`config.mk`:
```
export PLATFORM = sky130hd
export DESIGN_NAME = m_result_buf
export DESIGN_NICKNAME = d
export VERILOG_FILES = /design/src/rtl/rv_m_pkg.sv /design/src/rtl/m_result_buf.sv
export SDC_FILE = /design/constraint.sdc
export NUM_CORES = 1
export LEC_CHECK = 0
export BUFFER_PORTS_ARGS = -buffer_cell sky130_fd_sc_hd__buf_4
export CORE_MARGIN = 1.5
export CORE_UTILIZATION = 50
export CTS_CLUSTER_SIZE = 24
export DETAILED_ROUTE_END_ITERATION = 12
export PLACE_DENSITY = 0.76
export SETUP_SLACK_MARGIN = 0.1
export SYNTH_ARGS = -nofsm -noshare
export SYNTH_HDL_FRONTEND = slang
export SYNTH_SLANG_ARGS = --single-unit
```
`constraint.sdc`:
```
create_clock -name clk -period 2.24 [get_ports clk]
set_input_delay 0.336 -clock clk [delete_from_list [all_inputs] [get_ports clk]]
set_output_delay 0.336 -clock clk [all_outputs]
set_load 0.02 [all_outputs]
```
`src/rtl/rv_m_pkg.sv`:
```
`default_nettype none

package rv_m_pkg;

	localparam int XLEN = 32;

	// Operands widened past XLEN so unsigned values stay positive
	localparam int EXT_W = 40;

	localparam int TAG_W = 4;

	// Result buffer slots, also the upstream credits after reset
	localparam int RES_DEPTH = 4;
	localparam int CNT_W = 3;

	typedef logic [XLEN-1:0] data_t;

	typedef enum logic [2:0] {
		MUL    = 3'b000,
		MULH   = 3'b001,
		MULHSU = 3'b010,
		MULHU  = 3'b011,
		DIV    = 3'b100,
		DIVU   = 3'b101,
		REM    = 3'b110,
		REMU   = 3'b111
	} funct3_e;

	typedef struct packed {
		funct3_e           funct3;
		data_t             a;
		data_t             b;
		logic [TAG_W-1:0]  tag;
	} m_req_t;

	typedef struct packed {
		data_t             value;
		logic [TAG_W-1:0]  tag;
	} m_res_t;

endpackage

`default_nettype wire
```
`src/rtl/m_result_buf.sv`:
```
`timescale 1ns/1ns
`default_nettype none

module m_result_buf (
	input  logic              clk,
	input  logic              arst_n,

	input  logic              pipe_valid,
	input  rv_m_pkg::m_res_t  pipe_res,

	output logic              res_valid,
	output rv_m_pkg::m_res_t  res,
	input  logic              res_credit,
	output logic              req_credit
);

	rv_m_pkg::m_res_t mem [rv_m_pkg::RES_DEPTH];

	logic [$clog2(rv_m_pkg::RES_DEPTH)-1:0] wr_ptr;
	logic [$clog2(rv_m_pkg::RES_DEPTH)-1:0] rd_ptr;
	logic [rv_m_pkg::CNT_W-1:0]             fill;
	logic [rv_m_pkg::CNT_W-1:0]             ds_credit;

	// Send only with a held entry and a downstream credit
	assign res_valid = (fill != '0) && (ds_credit != '0);
	assign res       = mem[rd_ptr];

	always_ff @(posedge clk) begin
		if (pipe_valid)
			mem[wr_ptr] <= pipe_res;
	end

	always_ff @(posedge clk or negedge arst_n) begin
		if (!arst_n) begin
			wr_ptr     <= '0;
			rd_ptr     <= '0;
			fill       <= '0;
			ds_credit  <= '0;
			req_credit <= 1'b0;
		end else begin
			if (pipe_valid)
				wr_ptr <= wr_ptr + 1'b1;
			if (res_valid)
				rd_ptr <= rd_ptr + 1'b1;
			fill       <= fill + pipe_valid - res_valid;
			ds_credit  <= ds_credit + res_credit - res_valid;
			// Slot freed, hand one credit back upstream
			req_credit <= res_valid;
		end
	end

	a_no_write_full: assert property (@(posedge clk) disable iff (!arst_n)
		pipe_valid |-> (fill != rv_m_pkg::CNT_W'(rv_m_pkg::RES_DEPTH)));

	a_credit_no_ovf: assert property (@(posedge clk) disable iff (!arst_n)
		(res_credit && !res_valid) |-> (ds_credit != '1));

endmodule

`default_nettype wire

```
==> flow_summary_export.csv <==
group,metric,value,unit
run_status,status,"completed",
yosys,synth_area,0.00577,sq mm
finish,drive_above_1_share,46.0,%
setup_path,critical_path_buf_inv_count,2,
setup_path,endpoint_kind,"output pin",
timing,fin_crit,2.10,ns
pwr,comb_power_share,33.2,%
timing,relSlewSlack,74.1,%
setup_path,path_max_fanout,23,
cts,cts_setup_buffers,0,
yosys,synth_cell_type_count,19,
route,viasPerCell,5.32,
cts,clock_path_buffers,2,
place,pre_cts_slack,0.409,ns
yosys,synthSimpleGateAreaFrac,1.43,%
yosys,synth_warnings,0,
setup_path,startpoint_type,"flop",
place,finalWeightedCongestion,0.673,
timing,setup_viol,0,
yosys,syn-num-nets,282,
place,io_buffers,77,
timing,slew_violations,0,
yosys,ys_ff_latch,155,
setup_path,path_cells,"buf_12 -> mux4_2 -> buf_4",
route,ant_nets,0,
global_routing,grt_pass1_vias,2882,
yosys,synth_xor_xnor_area_share,1.06,%
setup_path,crit_path_max_incr_delay,0.54,ns
pwr,clock_power_share,27.8,%
finish,final_cell_mix,"edfxtp_1 (144), buf_4 (88), mux4_2 (36)",
place,hpwl,6080,um
setup_path,critPathKind,"reg2out",
route,vias,2624,
die,die_area,0.0122,sq mm
die,io-pin-count,78,
cts,clkTransAtPathRegs,0.06,ns
finish,fill_cells,799,
timing,tightest_slew,0.389,ns
cts,clockRootBuffer,"clkbuf_16",
cts,cts_buffers,17,
yosys,synth_cells,234,
pwr,power_density,1430,mW/mm^2
yosys,muxShareOfSynthArea,14.1,%
timing,fmax,477,MHz
setup_path,cp.required,1.90,ns
setup_path,critPathTopFamily,"multiplexers",
global_routing,grt_usage,17.2,%
pwr,irDropWorstVdd,1.06,mV
cts,clock-sinks,155,
yosys,postSynthAreaPerCell,24.6,sq um
min_path,hold_path.class,"in2reg",
yosys,yosysSeqAreaShare,79.7,%
die,die_width,110,um
pwr,swShare,29.1,%
pwr,p_total,10.3,mW
die,start_util,51.0,%
die,die_y,110,um
yosys,synth_compound_gate_area_share,0.0868,%
timing,rsz0062_at_grt,"true",
finish,layout.nets,385,
cts,htree_levels,4,
finish,diodes,0,
timing,fin_crit_sh,93.6,%
route,finalWirelength,9530,um
route,first_pass_iters,4,
die,core,0.0113,sq mm
timing,setup_tns,0,ns
run,drv_cap,0,
pwr,internal_power,7.27,mW
setup_path,cp.arrival,1.76,ns
setup_path,reg2reg_slack,0.38,ns
pwr,power_leakage,2.57,nW
global_routing,grt_pass1_wl,15300,um
pwr,p_switching,2.99,mW
global_routing,grt_overflow,0,
setup_path,cpMaxStageDelayCell,"mux4_2",
global_routing,antenna_found_initial,0,
cts,cts_tree,"yes",
route,detail_route.wl_per_cell,19.3,um
route,drt-initial-drc-count,132,
route,drt_drc_violations_left,0,
global_routing,grt_max_degree,25,
finish,area_delta_synth_final,24.8,%
yosys,synth_fa_ha_area_share,2.00,%
timing,hold_viol,0,
pwr,p_seq_share,39.0,%
timing,finClkSkew,0.00594,ns
timing,timing.hold.ws,0.118,ns
yosys,synth_top_family_by_area,"multiplexers",
die,num_rows,39,
timing,setup_slack,0.144,ns
cts,clock_latency,0.42,ns
finish,layout_commonest_cell,"edfxtp_1",
==> power groups by stage <==
stage                     logic (mW)  clock network [mW]  registers (mW)
after global routing            3.67                3.04            4.06
after floorplan                 2.28                   0            4.01
after global placement          3.42                   0            4.02
final                           3.41                2.86            4.00
after CTS                       3.49                2.92            4.01
after detailed placement        3.47                   0            4.06
==> registers in the layout, indices dropped and copies added (netlist names) <==
signal / cells
wr_ptr: 2
fill: 3
req_credit: 1
mem: 144
rd_ptr: 2
ds_credit: 3
==> logic make-up after synthesis <==
| kind of cell | after synthesis |
|---|---|
| flip-flops | 155 |
| multiplexers | 36 |
| buffers and inverters | 12 |
| AO/OA/AOI/OAI | 1 |
| AND/OR/NAND/NOR | 15 |
| adder cells (fa/ha/maj) | 8 |
| XOR/XNOR | 7 |
==> routing by layer <==
metal | part of all wire (%) | vias to the layer above | wire length (um) | GRT usage, %
li1 | - | 1178 | - | -
met1 | 42 | 1361 | 4010 | 21.6
met2 | 52 | 72 | 4920 | 27.0
met3 | 4.7 | 13 | 450 | 6.15
met4 | 1.6 | 0 | 155 | 8.29
met5 | 0 | - | 0 | 0
==> area by class of cell <==
| cell class | count | area, sq um | share of cell area, % |
|---|---|---|---|
| tap | 143 | 179 | 2.49 |
| clock inverter | 7 | 113 | 1.56 |
| timing repair buffer | 92 | 726 | 10.1 |
| clock buffer | 25 | 485 | 6.74 |
| sequential | 155 | 4600 | 63.9 |
| inverter | 4 | 15.0 | 0.209 |
| multi-input combinational | 67 | 1080 | 15.0 |
==> worst reg2reg max path: stages (launching register included) <==
cell and delay [ns]:
dfrtp_1 0.38, nor3_1 0.23, or3_1 0.19, nand2_1 0.07
ha_1 0.19, fa_1 0.38, xnor2_1 0.20, xnor2_1 0.14
==> synthesized netlist by cell type <==
library cell  number  share of area, %
dfrtp_1           11               4.8
fa_1               2              0.69
xnor2_1            3              0.46
mux4_2            36                14
or3_1              2              0.22
nor3b_2            1              0.22
nor3_1             2              0.17
edfxtp_1         144                75
nor2_1             1             0.065
nand2_1            5              0.33
buf_4              1              0.13
buf_12             2              0.69
inv_1              4              0.26
buf_6              1              0.20
ha_1               6               1.3
o21ai_0            1             0.087
buf_2              4              0.35
xor2_1             4              0.61
and2_1             4              0.43
==> metrics by stage <==
step / instance area, sq um / instances / utilization (%)
6_report: 7200 / 493 / 63.6
5_1_grt: 7200 / 493 / 63.6
4_1_cts: 7200 / 493 / 63.6
3_5_place_dp: 6580 / 460 / 58.2
3_3_place_gp: 6580 / 460 / 58.2
2_1_floorplan: 5770 / 234 / -
==> repair_timing <==
item / CTS / global route
endpoints found under the hold margin: 11 / 0
hold buffers: 1 / 0
resized for setup: 2 / 0
setup endpoints to repair: 15 / 26
==> final timing paths <==
path,to,cells after the start,startpoint
setup / recovery,res[32],3,rd_ptr[0]$_DFFE_PN0P_
setup reg to reg,ds_credit[2]$_DFF_PN0_,7,ds_credit[0]$_DFF_PN0_
max in group asynchronous,rd_ptr[0]$_DFFE_PN0P_,2,arst_n
hold / removal,mem[1][1]$_DFFE_PP_,1,pipe_res[1]
min in group asynchronous,req_credit$_DFF_PN0_,2,arst_n
hold reg to reg,wr_ptr[0]$_DFFE_PN0P_,1,wr_ptr[0]$_DFFE_PN0P_
Note: power is estimated with default switching activity, not from simulation.
